### config.mk
export PLATFORM = sky130hd
export DESIGN_NAME = id_stage_top
export DESIGN_NICKNAME = d
export VERILOG_FILES = /design/src/design/id_pkg.sv /design/src/design/inst_decoder.sv /design/src/design/operand_forward.sv /design/src/design/branch_unit.sv /design/src/design/id_ex_reg.sv /design/src/design/id_stage_top.sv
export SDC_FILE = /design/constraint.sdc
export NUM_CORES = 1
export LEC_CHECK = 0
export BUFFER_PORTS_ARGS = -buffer_cell sky130_fd_sc_hd__buf_2
export CORE_MARGIN = 2
export CORE_UTILIZATION = 45
export DETAILED_ROUTE_END_ITERATION = 10
export GPL_TIMING_DRIVEN = 0
export PLACE_DENSITY = 0.78
export SLEW_MARGIN = 20
export SYNTH_ARGS = -nofsm -noshare
export SYNTH_HDL_FRONTEND = slang
export SYNTH_SLANG_ARGS = --single-unit
### constraint.sdc
create_clock -name clk -period 5.87 [get_ports clk]
set_input_delay 1.174 -clock clk [delete_from_list [all_inputs] [get_ports clk]]
set_output_delay 1.174 -clock clk [all_outputs]
set_load 0.01 [all_outputs]
### src/design/id_pkg.sv
package id_pkg;

    localparam int DATA_W     = 32;
    localparam int REG_ADDR_W = 5;
    localparam int LINK_REG   = 31;
    localparam logic [DATA_W-1:0] ZERO_WORD = '0;

    // primary opcode, inst[31:26]
    typedef enum logic [5:0] {
        OP_SPECIAL = 6'h00,
        OP_REGIMM  = 6'h01,
        OP_J       = 6'h02,
        OP_JAL     = 6'h03,
        OP_BEQ     = 6'h04,
        OP_BNE     = 6'h05,
        OP_BLEZ    = 6'h06,
        OP_BGTZ    = 6'h07,
        OP_ADDI    = 6'h08,
        OP_ADDIU   = 6'h09,
        OP_SLTI    = 6'h0a,
        OP_SLTIU   = 6'h0b,
        OP_ANDI    = 6'h0c,
        OP_ORI     = 6'h0d,
        OP_XORI    = 6'h0e,
        OP_LUI     = 6'h0f
    } opcode_e;

    // SPECIAL function field, inst[5:0]
    typedef enum logic [5:0] {
        FN_SLL  = 6'h00,
        FN_SRL  = 6'h02,
        FN_SRA  = 6'h03,
        FN_SLLV = 6'h04,
        FN_SRLV = 6'h06,
        FN_SRAV = 6'h07,
        FN_JR   = 6'h08,
        FN_JALR = 6'h09,
        FN_ADD  = 6'h20,
        FN_ADDU = 6'h21,
        FN_SUB  = 6'h22,
        FN_SUBU = 6'h23,
        FN_AND  = 6'h24,
        FN_OR   = 6'h25,
        FN_XOR  = 6'h26,
        FN_NOR  = 6'h27,
        FN_SLT  = 6'h2a,
        FN_SLTU = 6'h2b
    } funct_e;

    // REGIMM rt field
    typedef enum logic [4:0] {
        RI_BLTZ   = 5'h00,
        RI_BGEZ   = 5'h01,
        RI_BLTZAL = 5'h10,
        RI_BGEZAL = 5'h11
    } regimm_e;

    typedef enum logic [3:0] {
        ALU_NOP, ALU_AND, ALU_OR, ALU_XOR, ALU_NOR, ALU_SLL, ALU_SRL, ALU_SRA,
        ALU_ADD, ALU_ADDU, ALU_SUB, ALU_SUBU, ALU_SLT, ALU_SLTU, ALU_LINK
    } alu_op_e;

    typedef enum logic [2:0] {
        SEL_NOP, SEL_LOGIC, SEL_SHIFT, SEL_ARITH, SEL_JUMP
    } alu_sel_e;

    typedef enum logic [3:0] {
        BR_NONE, BR_J, BR_JR, BR_EQ, BR_NE, BR_GTZ, BR_LEZ, BR_GEZ, BR_LTZ
    } branch_kind_e;

    typedef struct packed {
        logic                  en;
        logic [REG_ADDR_W-1:0] addr;
        logic [DATA_W-1:0]     data;
    } fwd_t;

    typedef struct packed {
        alu_op_e               alu_op;
        alu_sel_e              alu_sel;
        logic                  rd_en1;
        logic                  rd_en2;
        logic [REG_ADDR_W-1:0] rd_addr1;
        logic [REG_ADDR_W-1:0] rd_addr2;
        logic                  wr_en;
        logic [REG_ADDR_W-1:0] wr_addr;
        logic [DATA_W-1:0]     imm;
        branch_kind_e          branch_kind;
        logic                  link;
        logic [DATA_W-1:0]     offset_target;  // pc part added in branch_unit
    } dec_ctrl_t;

    typedef struct packed {
        logic              flag;
        logic [DATA_W-1:0] target;
        logic              next_in_delayslot;
    } branch_res_t;

    typedef struct packed {
        alu_op_e               alu_op;
        alu_sel_e              alu_sel;
        logic [DATA_W-1:0]     operand1;
        logic [DATA_W-1:0]     operand2;
        logic                  wr_en;
        logic [REG_ADDR_W-1:0] wr_addr;
        logic [DATA_W-1:0]     link_addr;
        logic                  in_delayslot;
    } id_ex_t;

endpackage

### src/design/inst_decoder.sv
`timescale 1ns/1ps

module inst_decoder import id_pkg::*; (
    input  logic [DATA_W-1:0] inst_i,
    output dec_ctrl_t         ctrl_o
);

    opcode_e               opcode;
    funct_e                funct;
    regimm_e               regimm;
    logic [REG_ADDR_W-1:0] rs;
    logic [REG_ADDR_W-1:0] rt;
    logic [REG_ADDR_W-1:0] rd;
    logic [4:0]            shamt;
    logic [15:0]           imm16;
    logic [DATA_W-1:0]     imm_zext;
    logic [DATA_W-1:0]     imm_sext;
    logic [DATA_W-1:0]     br_offset;
    logic [DATA_W-1:0]     jmp_index;

    assign opcode = opcode_e'(inst_i[31:26]);
    assign funct  = funct_e'(inst_i[5:0]);
    assign regimm = regimm_e'(inst_i[20:16]);
    assign rs     = inst_i[25:21];
    assign rt     = inst_i[20:16];
    assign rd     = inst_i[15:11];
    assign shamt  = inst_i[10:6];
    assign imm16  = inst_i[15:0];

    assign imm_zext  = {16'h0000, imm16};
    assign imm_sext  = {{16{imm16[15]}}, imm16};
    assign br_offset = {{14{imm16[15]}}, imm16, 2'b00};
    assign jmp_index = {4'h0, inst_i[25:0], 2'b00};

    always_comb begin
        ctrl_o               = '0;
        ctrl_o.alu_op        = ALU_NOP;
        ctrl_o.alu_sel       = SEL_NOP;
        ctrl_o.branch_kind   = BR_NONE;
        ctrl_o.rd_addr1      = rs;
        ctrl_o.rd_addr2      = rt;
        ctrl_o.wr_addr       = rd;
        ctrl_o.offset_target = br_offset;

        case (opcode)
            OP_SPECIAL: begin
                ctrl_o.rd_en1 = 1'b1;
                ctrl_o.rd_en2 = 1'b1;
                ctrl_o.wr_en  = 1'b1;
                case (funct)
                    FN_AND:  {ctrl_o.alu_op, ctrl_o.alu_sel} = {ALU_AND, SEL_LOGIC};
                    FN_OR:   {ctrl_o.alu_op, ctrl_o.alu_sel} = {ALU_OR, SEL_LOGIC};
                    FN_XOR:  {ctrl_o.alu_op, ctrl_o.alu_sel} = {ALU_XOR, SEL_LOGIC};
                    FN_NOR:  {ctrl_o.alu_op, ctrl_o.alu_sel} = {ALU_NOR, SEL_LOGIC};
                    FN_SLLV: {ctrl_o.alu_op, ctrl_o.alu_sel} = {ALU_SLL, SEL_SHIFT};
                    FN_SRLV: {ctrl_o.alu_op, ctrl_o.alu_sel} = {ALU_SRL, SEL_SHIFT};
                    FN_SRAV: {ctrl_o.alu_op, ctrl_o.alu_sel} = {ALU_SRA, SEL_SHIFT};
                    FN_ADD:  {ctrl_o.alu_op, ctrl_o.alu_sel} = {ALU_ADD, SEL_ARITH};
                    FN_ADDU: {ctrl_o.alu_op, ctrl_o.alu_sel} = {ALU_ADDU, SEL_ARITH};
                    FN_SUB:  {ctrl_o.alu_op, ctrl_o.alu_sel} = {ALU_SUB, SEL_ARITH};
                    FN_SUBU: {ctrl_o.alu_op, ctrl_o.alu_sel} = {ALU_SUBU, SEL_ARITH};
                    FN_SLT:  {ctrl_o.alu_op, ctrl_o.alu_sel} = {ALU_SLT, SEL_ARITH};
                    FN_SLTU: {ctrl_o.alu_op, ctrl_o.alu_sel} = {ALU_SLTU, SEL_ARITH};
                    FN_SLL, FN_SRL, FN_SRA: begin
                        // shamt forms need rs == 0
                        if (rs == '0) begin
                            ctrl_o.alu_sel = SEL_SHIFT;
                            ctrl_o.rd_en1  = 1'b0;  // operand1 takes shamt
                            ctrl_o.imm     = {27'h0, shamt};
                            case (funct)
                                FN_SLL:  ctrl_o.alu_op = ALU_SLL;
                                FN_SRL:  ctrl_o.alu_op = ALU_SRL;
                                default: ctrl_o.alu_op = ALU_SRA;
                            endcase
                        end else begin
                            {ctrl_o.rd_en1, ctrl_o.rd_en2, ctrl_o.wr_en} = 3'b000;
                        end
                    end
                    FN_JR: begin
                        ctrl_o.alu_sel     = SEL_JUMP;
                        ctrl_o.rd_en2      = 1'b0;
                        ctrl_o.wr_en       = 1'b0;
                        ctrl_o.branch_kind = BR_JR;
                    end
                    FN_JALR: begin
                        {ctrl_o.alu_op, ctrl_o.alu_sel} = {ALU_LINK, SEL_JUMP};
                        ctrl_o.rd_en2      = 1'b0;
                        ctrl_o.branch_kind = BR_JR;
                        ctrl_o.link        = 1'b1;
                    end
                    default: {ctrl_o.rd_en1, ctrl_o.rd_en2, ctrl_o.wr_en} = 3'b000;
                endcase
            end
            OP_ANDI, OP_ORI, OP_XORI, OP_LUI, OP_ADDI, OP_ADDIU, OP_SLTI, OP_SLTIU: begin
                ctrl_o.rd_en1  = 1'b1;
                ctrl_o.wr_en   = 1'b1;
                ctrl_o.wr_addr = rt;
                ctrl_o.imm     = imm_sext;
                case (opcode)
                    OP_ANDI: {ctrl_o.alu_op, ctrl_o.alu_sel} = {ALU_AND, SEL_LOGIC};
                    OP_ORI:  {ctrl_o.alu_op, ctrl_o.alu_sel} = {ALU_OR, SEL_LOGIC};
                    OP_XORI: {ctrl_o.alu_op, ctrl_o.alu_sel} = {ALU_XOR, SEL_LOGIC};
                    OP_LUI:  {ctrl_o.alu_op, ctrl_o.alu_sel} = {ALU_OR, SEL_LOGIC};
                    OP_ADDI: {ctrl_o.alu_op, ctrl_o.alu_sel} = {ALU_ADD, SEL_ARITH};
                    OP_ADDIU: {ctrl_o.alu_op, ctrl_o.alu_sel} = {ALU_ADDU, SEL_ARITH};
                    OP_SLTI: {ctrl_o.alu_op, ctrl_o.alu_sel} = {ALU_SLT, SEL_ARITH};
                    default: {ctrl_o.alu_op, ctrl_o.alu_sel} = {ALU_SLTU, SEL_ARITH};
                endcase
                if (opcode == OP_LUI)
                    ctrl_o.imm = {imm16, 16'h0000};  // or with $zero gives the upper half
                else if (ctrl_o.alu_sel == SEL_LOGIC)
                    ctrl_o.imm = imm_zext;
            end
            OP_J, OP_JAL: begin
                ctrl_o.alu_sel       = SEL_JUMP;
                ctrl_o.branch_kind   = BR_J;
                ctrl_o.offset_target = jmp_index;
                if (opcode == OP_JAL) begin
                    ctrl_o.alu_op  = ALU_LINK;
                    ctrl_o.wr_en   = 1'b1;
                    ctrl_o.wr_addr = REG_ADDR_W'(LINK_REG);
                    ctrl_o.link    = 1'b1;
                end
            end
            OP_BEQ, OP_BNE: begin
                ctrl_o.alu_sel     = SEL_JUMP;
                ctrl_o.rd_en1      = 1'b1;
                ctrl_o.rd_en2      = 1'b1;
                ctrl_o.branch_kind = (opcode == OP_BEQ) ? BR_EQ : BR_NE;
            end
            OP_BGTZ, OP_BLEZ: begin
                ctrl_o.alu_sel     = SEL_JUMP;
                ctrl_o.rd_en1      = 1'b1;
                ctrl_o.branch_kind = (opcode == OP_BGTZ) ? BR_GTZ : BR_LEZ;
            end
            OP_REGIMM: begin
                ctrl_o.alu_sel = SEL_JUMP;
                ctrl_o.rd_en1  = 1'b1;
                case (regimm)
                    RI_BGEZ, RI_BGEZAL: ctrl_o.branch_kind = BR_GEZ;
                    RI_BLTZ, RI_BLTZAL: ctrl_o.branch_kind = BR_LTZ;
                    default: {ctrl_o.alu_sel, ctrl_o.rd_en1} = {SEL_NOP, 1'b0};
                endcase
                if (regimm == RI_BGEZAL || regimm == RI_BLTZAL) begin
                    ctrl_o.alu_op  = ALU_LINK;
                    ctrl_o.wr_en   = 1'b1;
                    ctrl_o.wr_addr = REG_ADDR_W'(LINK_REG);
                    ctrl_o.link    = 1'b1;
                end
            end
            default: ;
        endcase
    end

endmodule

### src/design/operand_forward.sv
`timescale 1ns/1ps

module operand_forward import id_pkg::*; (
    input  logic                  rd_en_i,
    input  logic [REG_ADDR_W-1:0] rd_addr_i,
    input  logic [DATA_W-1:0]     imm_i,
    input  logic [DATA_W-1:0]     reg_data_i,
    input  fwd_t                  ex_fwd_i,
    input  fwd_t                  mem_fwd_i,
    output logic [DATA_W-1:0]     operand_o
);

    logic ex_hit;
    logic mem_hit;

    assign ex_hit  = ex_fwd_i.en && (ex_fwd_i.addr == rd_addr_i);
    assign mem_hit = mem_fwd_i.en && (mem_fwd_i.addr == rd_addr_i);

    always_comb begin
        if (!rd_en_i)
            operand_o = imm_i;
        else if (ex_hit)
            operand_o = ex_fwd_i.data;  // youngest result wins
        else if (mem_hit)
            operand_o = mem_fwd_i.data;
        else
            operand_o = reg_data_i;
    end

endmodule

### src/design/branch_unit.sv
`timescale 1ns/1ps

module branch_unit import id_pkg::*; (
    input  logic              valid_i,
    input  logic [DATA_W-1:0] pc_i,
    input  branch_kind_e      kind_i,
    input  logic              link_i,
    input  logic [DATA_W-1:0] offset_target_i,
    input  logic [DATA_W-1:0] op1_i,
    input  logic [DATA_W-1:0] op2_i,
    output branch_res_t       branch_o,
    output logic [DATA_W-1:0] link_addr_o
);

    logic [DATA_W-1:0] pc_plus4;
    logic [DATA_W-1:0] pc_plus8;
    logic [DATA_W-1:0] target;
    logic              taken;

    assign pc_plus4 = pc_i + DATA_W'(4);
    assign pc_plus8 = pc_i + DATA_W'(8);

    always_comb begin
        target = pc_plus4 + offset_target_i;
        case (kind_i)
            BR_J: begin
                taken  = 1'b1;
                target = {pc_plus4[31:28], offset_target_i[27:0]};  // same 256MB region
            end
            BR_JR: begin
                taken  = 1'b1;
                target = op1_i;
            end
            BR_EQ:   taken = (op1_i == op2_i);
            BR_NE:   taken = (op1_i != op2_i);
            BR_GTZ:  taken = ($signed(op1_i) > 0);
            BR_LEZ:  taken = ($signed(op1_i) <= 0);
            BR_GEZ:  taken = ~op1_i[DATA_W-1];
            BR_LTZ:  taken = op1_i[DATA_W-1];
            default: taken = 1'b0;
        endcase
    end

    // redirect only for a valid, taken branch
    always_comb begin
        branch_o = '0;
        if (valid_i && taken) begin
            branch_o.flag              = 1'b1;
            branch_o.target            = target;
            branch_o.next_in_delayslot = 1'b1;
        end
    end

    assign link_addr_o = link_i ? pc_plus8 : ZERO_WORD;  // return past the delay slot

endmodule

### src/design/id_ex_reg.sv
`timescale 1ns/1ps

module id_ex_reg import id_pkg::*; (
    input  logic   clk,
    input  logic   rst,
    input  logic   valid_i,
    input  id_ex_t ex_i,
    output id_ex_t ex_o,
    output logic   ex_valid_o
);

    always_ff @(posedge clk) begin
        ex_o <= ex_i;
        if (rst) begin
            ex_valid_o <= 1'b0;
            ex_o.wr_en <= 1'b0;
        end else begin
            ex_valid_o <= valid_i;
            ex_o.wr_en <= ex_i.wr_en & valid_i;  // bubbles never write back
        end
    end

endmodule

### src/design/id_stage_top.sv
`timescale 1ns/1ps

module id_stage_top import id_pkg::*; (
    input  logic                  clk,
    input  logic                  rst,
    input  logic                  valid_i,
    input  logic [DATA_W-1:0]     inst_addr_i,
    input  logic [DATA_W-1:0]     inst_data_i,
    input  logic [DATA_W-1:0]     reg_data1_i,
    input  logic [DATA_W-1:0]     reg_data2_i,
    input  fwd_t                  ex_fwd_i,
    input  fwd_t                  mem_fwd_i,
    input  logic                  in_delayslot_i,
    output logic                  rd_en1_o,
    output logic                  rd_en2_o,
    output logic [REG_ADDR_W-1:0] rd_addr1_o,
    output logic [REG_ADDR_W-1:0] rd_addr2_o,
    output branch_res_t           branch_o,
    output id_ex_t                ex_o,
    output logic                  ex_valid_o
);

    dec_ctrl_t         dec_ctrl;
    logic [DATA_W-1:0] operand1;
    logic [DATA_W-1:0] operand2;
    logic [DATA_W-1:0] link_addr;
    id_ex_t            id_ex;

    inst_decoder u_dec (
        .inst_i (inst_data_i),
        .ctrl_o (dec_ctrl)
    );

    // regfile read port controls
    assign rd_en1_o   = dec_ctrl.rd_en1;
    assign rd_en2_o   = dec_ctrl.rd_en2;
    assign rd_addr1_o = dec_ctrl.rd_addr1;
    assign rd_addr2_o = dec_ctrl.rd_addr2;

    operand_forward u_fwd1 (
        .rd_en_i    (dec_ctrl.rd_en1),
        .rd_addr_i  (dec_ctrl.rd_addr1),
        .imm_i      (dec_ctrl.imm),
        .reg_data_i (reg_data1_i),
        .ex_fwd_i   (ex_fwd_i),
        .mem_fwd_i  (mem_fwd_i),
        .operand_o  (operand1)
    );

    operand_forward u_fwd2 (
        .rd_en_i    (dec_ctrl.rd_en2),
        .rd_addr_i  (dec_ctrl.rd_addr2),
        .imm_i      (dec_ctrl.imm),
        .reg_data_i (reg_data2_i),
        .ex_fwd_i   (ex_fwd_i),
        .mem_fwd_i  (mem_fwd_i),
        .operand_o  (operand2)
    );

    branch_unit u_branch (
        .valid_i         (valid_i),
        .pc_i            (inst_addr_i),
        .kind_i          (dec_ctrl.branch_kind),
        .link_i          (dec_ctrl.link),
        .offset_target_i (dec_ctrl.offset_target),
        .op1_i           (operand1),
        .op2_i           (operand2),
        .branch_o        (branch_o),
        .link_addr_o     (link_addr)
    );

    assign id_ex.alu_op       = dec_ctrl.alu_op;
    assign id_ex.alu_sel      = dec_ctrl.alu_sel;
    assign id_ex.operand1     = operand1;
    assign id_ex.operand2     = operand2;
    assign id_ex.wr_en        = dec_ctrl.wr_en;
    assign id_ex.wr_addr      = dec_ctrl.wr_addr;
    assign id_ex.link_addr    = link_addr;
    assign id_ex.in_delayslot = in_delayslot_i;

    id_ex_reg u_id_ex (
        .clk        (clk),
        .rst        (rst),
        .valid_i    (valid_i),
        .ex_i       (id_ex),
        .ex_o       (ex_o),
        .ex_valid_o (ex_valid_o)
    );

endmodule

**After elaboration in Yosys (flattened, before gate mapping)**

Index checks and enable logic that the tools add are counted.

- $add $sub $neg: 3
- Multipliers: 0
- Div/mod/pow operators: 0
- Magnitude comparators: 2
- Eq/ne operators: 50
- Shift operators: 0
- Multiplexer cells: 45
- Bitwise gates (word level): 2
- Reductions and logical operators: 29

Operator list:

| cell | count |
|---|---|
| 2-to-1 mux 32 bit | 10 |
| case mux 32 bit (2 select lines) | 2 |
| == test 6 x 4 -> 1 bit (second input constant) | 10 |
| == test 6 bit (second input constant) | 10 |
| case mux 4 bit (15 select lines) | 1 |
| == test 6 x 3 -> 1 bit (second input constant) | 7 |
| case mux 7 bit (6 select lines) | 1 |
| 2-to-1 mux 34 bit | 1 |
| adder 32 x 3 -> 32 bit (second input constant) | 1 |
| adder 32 bit | 1 |
| adder 32 x 4 -> 32 bit (second input constant) | 1 |
| == test 32 bit | 1 |
| greater-than comparator 32 x 1 -> 1 bit (second input constant) | 1 |
| <= comparator 32 x 1 -> 1 bit (second input constant) | 1 |
| != test 32 bit | 1 |
| == test 6 x 2 -> 1 bit (second input constant) | 4 |
| == test 5 bit | 4 |
| case mux 4 bit (5 select lines) | 1 |
| 2-to-1 mux 6 bit | 3 |
| == test 4 x 3 -> 1 bit (second input constant) | 4 |
| case mux 4 bit (4 select lines) | 1 |
| OR reduction 2 bit | 8 |
| case mux 3 bit (5 select lines) | 1 |
| case mux 5 bit (3 select lines) | 1 |
| 34 further kinds | 55 |

- Register bits after elaboration: 111
- Bits in latches: 0
- Bits in writable memories: 0
- ROM bits: 0
- Logic and storage cells: 140
- Memories: 0

**Depth between registers and ports, before layout**

- Depth after elaboration: 13
- Gate-level depth with buffers: 22
- Gate-level depth less buffers: 22

**By module**

A second synthesis with hierarchy kept.

- Cells, all modules: 1,242
- Area, all modules: 10,103.4 µm²

Modules (own cells, without submodules):

| module | times used | cells an instance | area each (µm²) | sequential area each (µm²) |
|---|---|---|---|---|
| branch_unit | 1 | 595 | 3,926.3 | 0.0 |
| operand_forward | 2 | 161 | 1,298.7 | 0.0 |
| id_ex_reg | 1 | 113 | 2,237.1 | 2,222.1 |
| inst_decoder | 1 | 212 | 1,342.5 | 0.0 |

**Worst setup path after synthesis**

OpenSTA, ideal clock, no wires.

- Path kind: input to output
- Start point: input port inst_addr_i[3]
- End point: output port branch_o[32] in the netlist's numbering
- Arrival time: 5,099 ps
- Slack: -403 ps
- Stages: 21
- Path buffers: 0
- Cell sequence: ha_1 -> and3_1 -> and3_1 -> and3_1 -> and3_1 -> and3_1 -> and3_1 -> nand4_1 -> xnor2_1 -> ha_1 -> nand4_1 -> or2_2 -> or2_2 -> o22ai_1 -> o211ai_1 -> o21bai_1 -> a21o_1 -> nand2_1 -> nor2_1 -> o41ai_1 -> a211oi_1

RTL lines:

| what | line | RTL |
|---|---|---|
| from (decl) | id_stage_top.sv:7 | `input logic [DATA_W-1:0] inst_addr_i,` |
| to (decl) | id_stage_top.sv:18 | `output branch_res_t branch_o,` |

==> report_table.html <==
<table>
<tr><th>Metric</th><th>Value</th></tr>
<tr><th colspan="2">Worst setup path</th></tr>
<tr><td>Data required time at the worst endpoint</td><td>4700 ps</td></tr>
<tr><td>CP arrival</td><td>5270 ps</td></tr>
<tr><td>Largest stage delay, worst path</td><td>470 ps</td></tr>
<tr><td>Launching element type of the critical path</td><td>input pin</td></tr>
<tr><td>Cell Chain, Critical Path</td><td>buf_2 -&gt; xor2_1 -&gt; nand2b_1 -&gt; clkbuf_2 -&gt; nor2_4 -&gt; buf_2 -&gt; mux2i_1 -&gt; a21oi_1 -&gt; a221o_1 -&gt; xor2_1 -&gt; a2111oi_0 -&gt; nand4_1 -&gt; mux2i_2 -&gt; o21ai_4 -&gt; buf_12 -&gt; buf_12 -&gt; nor2_4 -&gt; buf_6</td></tr>
<tr><td>Startpoint-to-endpoint class of the critical path</td><td>input pin to output port</td></tr>
<tr><td>Category of the worst setup path capture point</td><td>output port</td></tr>
<tr><td>Highest fanout seen on the critical path</td><td>10</td></tr>
<tr><td>Critical-path cell with the highest stage delay</td><td>sky130_fd_sc_hd__a2111oi_0</td></tr>
<tr><td>Crit path max-delay family</td><td>compound AO/OA/AOI/OAI gates</td></tr>
<tr><td>Crit path buf inv count</td><td>6</td></tr>
<tr><th colspan="2">Clock network</th></tr>
<tr><td>Clk root buf</td><td>sky130_fd_sc_hd__clkbuf_16</td></tr>
<tr><td>Max H-tree Level</td><td>3</td></tr>
<tr><td>Maximum clock insertion buffer count</td><td>2</td></tr>
<tr><td>Number of clock sinks</td><td>111</td></tr>
<tr><td>CTS Hold Buffers Added</td><td>0</td></tr>
<tr><td>CTS clk-pin slew, worst paths</td><td>60 ps</td></tr>
<tr><td>Clock tree from TritonCTS</td><td>yes</td></tr>
<tr><td>Number of buffers added by the clock tree synthesis step</td><td>9</td></tr>
<tr><th colspan="2">Pwr</th></tr>
<tr><td>P_leak</td><td>6.11 nW</td></tr>
<tr><td>Total power per unit cell area</td><td>170 nW/um2</td></tr>
<tr><td>Peak supply drop</td><td>0.144 mV</td></tr>
<tr><td>Total power</td><td>2.20 mW</td></tr>
<tr><th colspan="2">Global routing</th></tr>
<tr><td>Antenna violations before repair</td><td>10</td></tr>
<tr><td>First-pass GRT wire length</td><td>68.1 mm</td></tr>
<tr><td>Number of global-route vias before repair</td><td>11200</td></tr>
<tr><td>Global-route total usage across every layer</td><td>41.9%</td></tr>
<tr><td>Largest net degree at the start of global routing</td><td>18</td></tr>
<tr><td>Leftover overflow at the end of global routing</td><td>0</td></tr>
<tr><th colspan="2">Layout</th></tr>
<tr><td>Area Growth Syn to Fin</td><td>43.5%</td></tr>
<tr><td>Ratio of cells with drive above 1 in the final layout</td><td>36.9%</td></tr>
<tr><td>Multi-input combinational cell area</td><td>6950 um2</td></tr>
<tr><td>Reg area</td><td>2220 um2</td></tr>
<tr><td>Fill cells</td><td>1754</td></tr>
<tr><td>Layout Nets</td><td>1903</td></tr>
<tr><th colspan="2">Placement</th></tr>
<tr><td>Global placer's final weighted congestion</td><td>0.994</td></tr>
<tr><td>HPWL after detailed placement</td><td>36.0 mm</td></tr>
<tr><td>DP Worst Slack</td><td>-1400 ps</td></tr>
<tr><td>Number of buffers inserted by port buffering</td><td>356</td></tr>
<tr><th colspan="2">Min path</th></tr>
<tr><td>Worst hold path stage count</td><td>1</td></tr>
<tr><td>Worst Hold Endpoint</td><td>u_id_ex.ex_o[0]</td></tr>
<tr><td>Hold crit path type</td><td>input pin to register</td></tr>
<tr><td>Critical hold path startpoint</td><td>in_delayslot_i</td></tr>
<tr><th colspan="2">Timing</th></tr>
<tr><td>Pins over their slew limit</td><td>0</td></tr>
<tr><td>Least-Margin Pin Slew</td><td>880 ps</td></tr>
<tr><td>Number of hold violations in the final report</td><td>0</td></tr>
<tr><td>Number of failing setup endpoints in the final timing report</td><td>34</td></tr>
<tr><td>Upper clock frequency limit</td><td>155 MHz</td></tr>
<tr><td>Worst path setup slack after routing</td><td>-576 ps</td></tr>
<tr><td>Clock period minus worst slack</td><td>6450 ps</td></tr>
<tr><td>Tcrit/Tclk final</td><td>110%</td></tr>
<tr><td>Setup repair after global routing missed its margin</td><td>true</td></tr>
<tr><td>Slew HR</td><td>41.4%</td></tr>
<tr><th colspan="2">Die</th></tr>
<tr><td>Number of placed I/O pins</td><td>365</td></tr>
<tr><td>Overall die width</td><td>146 um</td></tr>
<tr><td>Starting density of the core</td><td>46.2%</td></tr>
<tr><td>Die height</td><td>146 um</td></tr>
<tr><td>Placement Rows</td><td>51</td></tr>
<tr><td>Die area</td><td>21300 um2</td></tr>
<tr><td>Core Area</td><td>19600 um2</td></tr>
<tr><th colspan="2">Yosys</th></tr>
<tr><td>Proportion of netlist area held by the largest area contributor</td><td>24.6%</td></tr>
<tr><td>Warning count from the yosys run</td><td>0</td></tr>
<tr><td>Cell count after synthesis</td><td>1231</td></tr>
<tr><td>Number of flops mapped to enable cells by yosys</td><td>0</td></tr>
<tr><td>Asr flop ratio synth</td><td>0%</td></tr>
<tr><td>Most frequently used cell type in the post-synthesis netlist</td><td>sky130_fd_sc_hd__nor2_1</td></tr>
<tr><td>Number of register bits inferred by synthesis</td><td>111</td></tr>
<tr><td>Ranking of synthesized cells by area</td><td>sky130_fd_sc_hd__dfxtp_1 25%, sky130_fd_sc_hd__xnor2_1 7.5%, sky130_fd_sc_hd__nor2_1 6.3%</td></tr>
<tr><td>Commonest register cell after synthesis</td><td>sky130_fd_sc_hd__dfxtp_1</td></tr>
<tr><td>Total standard cell area after synthesis</td><td>9050 um2</td></tr>
<tr><td>Sequential cell area fraction in the yosys report</td><td>24.6%</td></tr>
<tr><td>Syn nets</td><td>1471</td></tr>
<tr><td>Synth Area per Inst</td><td>7.35 um2</td></tr>
<tr><td>Largest area contributor in the synthesized netlist</td><td>sky130_fd_sc_hd__dfxtp_1</td></tr>
<tr><td>Synth unique cells</td><td>71</td></tr>
<tr><td>Top post-synthesis cells by count</td><td>151 x sky130_fd_sc_hd__nor2_1, 146 x sky130_fd_sc_hd__nand2_1, 111 x sky130_fd_sc_hd__dfxtp_1, 77 x sky130_fd_sc_hd__xnor2_1</td></tr>
<tr><th colspan="2">Detailed routing</th></tr>
<tr><td>Antenna-violating nets left</td><td>0</td></tr>
<tr><td>Detailed-route wire length per cell</td><td>24.2 um</td></tr>
<tr><td>Number of iterations in the first detailed-routing pass</td><td>7</td></tr>
<tr><td>Number of vias in the routed layout</td><td>12000</td></tr>
<tr><td>Starting DRT DRC Count</td><td>1598</td></tr>
<tr><td>Wire length reported by the detailed router</td><td>47.0 mm</td></tr>
<tr><td>DRC violation count after routing</td><td>0</td></tr>
<tr><td>DR vias/cell</td><td>6.19</td></tr>
<tr><th colspan="2">Flow run</th></tr>
<tr><td>Count of max-cap constraint violations</td><td>0</td></tr>
<tr><th colspan="2">Status</th></tr>
<tr><td>Result of the run</td><td>finished with violations</td></tr>
<tr><td>Violations in the final reports</td><td>negative setup slack</td></tr>
</table>
## per-layer routing
layer / global-route usage [%] / up-vias / wire, um
met5: 0 / - / 13
met2: 63.2 / 901 / 20300
met4: 23.7 / 2 / 2860
met3: 9.75 / 213 / 5720
met1: 55.0 / 5629 / 18100
li1: - / 5274 / -
## kinds of logic (layout without fill, tap and decap cells)
logic type                 after synthesis  in the layout  share of synthesized area (%)
buffers and inverters                  136            573                           6.38
xor gates and xnor gates               131            131                           12.7
other                                    0              8                              0
muxes                                   19             19                           2.10
AOI/OAI and AO/OA                      307            307                           24.3
DFF                                    111            111                           24.6
adders and majority gates               32             32                           4.51
and+or+nand+nor                        495            495                           25.4
## how the worst max path moves through the flow
stage	startpoint	depth (start not counted)	endpoint	slack, ps
CTS	inst_addr_i[3]	24	branch_o[30]	-330
floorplan	inst_data_i[29]	20	branch_o[30]	9
finish	inst_data_i[18]	18	branch_o[29]	-580
global route	inst_addr_i[4]	24	branch_o[30]	-610
detailed placement	inst_data_i[21]	18	branch_o[33]	-1400
global placement	inst_data_i[21]	17	branch_o[33]	-1650
## repair_timing
item	in CTS	in global routing
hold endpoints to repair	0	0
endpoints found under the setup margin	34	34
buffers inserted	43	24
gates resized for setup	132	84
cloned	2	0
pin swaps	37	38
## layout by cell type, fill, tap and decap left out, types with 37 or more instances in the layout
cell type / netlist / routed
sky130_fd_sc_hd__nor3_1: 39 / 37
sky130_fd_sc_hd__xnor2_1: 77 / 74
sky130_fd_sc_hd__nand3_1: 52 / 50
sky130_fd_sc_hd__a21oi_1: 55 / 52
sky130_fd_sc_hd__buf_4: 12 / 76
sky130_fd_sc_hd__xor2_1: 54 / 54
sky130_fd_sc_hd__buf_2: 10 / 348
sky130_fd_sc_hd__inv_1: 48 / 47
sky130_fd_sc_hd__dfxtp_1: 111 / 111
sky130_fd_sc_hd__nor2_1: 151 / 136
sky130_fd_sc_hd__nand2_1: 146 / 142
sky130_fd_sc_hd__o21ai_0: 46 / 42
## state kept, by name (all words and copies together), names as in the netlist
signal / flops
u_id_ex.ex_valid_o: 1
u_id_ex.ex_o: 110
## metrics by stage
| stage | TNS, ps | instances | area [um2] | utilization (%) | hold slack [ps] |
|---|---|---|---|---|---|
| after floorplan | 0 | 1231 | 9120 | - | 1200 |
| after global placement | -51970 | 1852 | 11200 | 57.3 | 1280 |
| after detailed placement | -42950 | 1853 | 11300 | 57.5 | 1280 |
| after global routing | -17470 | 1941 | 13000 | 66.3 | 910 |
| after CTS | -8930 | 1911 | 12500 | 63.7 | 915 |
| final | -17620 | 1941 | 13000 | 66.3 | 916 |
## layout make-up
| type | instances | area share, % |
|---|---|---|
| sequential | 111 | 17.1 |
| tap | 265 | 2.55 |
| timing repair buffer | 425 | 19.0 |
| inverter | 50 | 1.51 |
| antenna | 8 | 0.154 |
| clock inverter | 4 | 0.241 |
| buffer | 82 | 4.03 |
| multi-input combinational | 984 | 53.5 |
| clock buffer | 12 | 1.90 |
## power by group
group / internal [mW] / switching (mW) / total [mW]
registers: 0.776 / 0.00708 / 0.783
logic: 0.326 / 0.482 / 0.807
clock network: 0.302 / 0.308 / 0.610
Note: power is estimated with default switching activity, not from simulation.
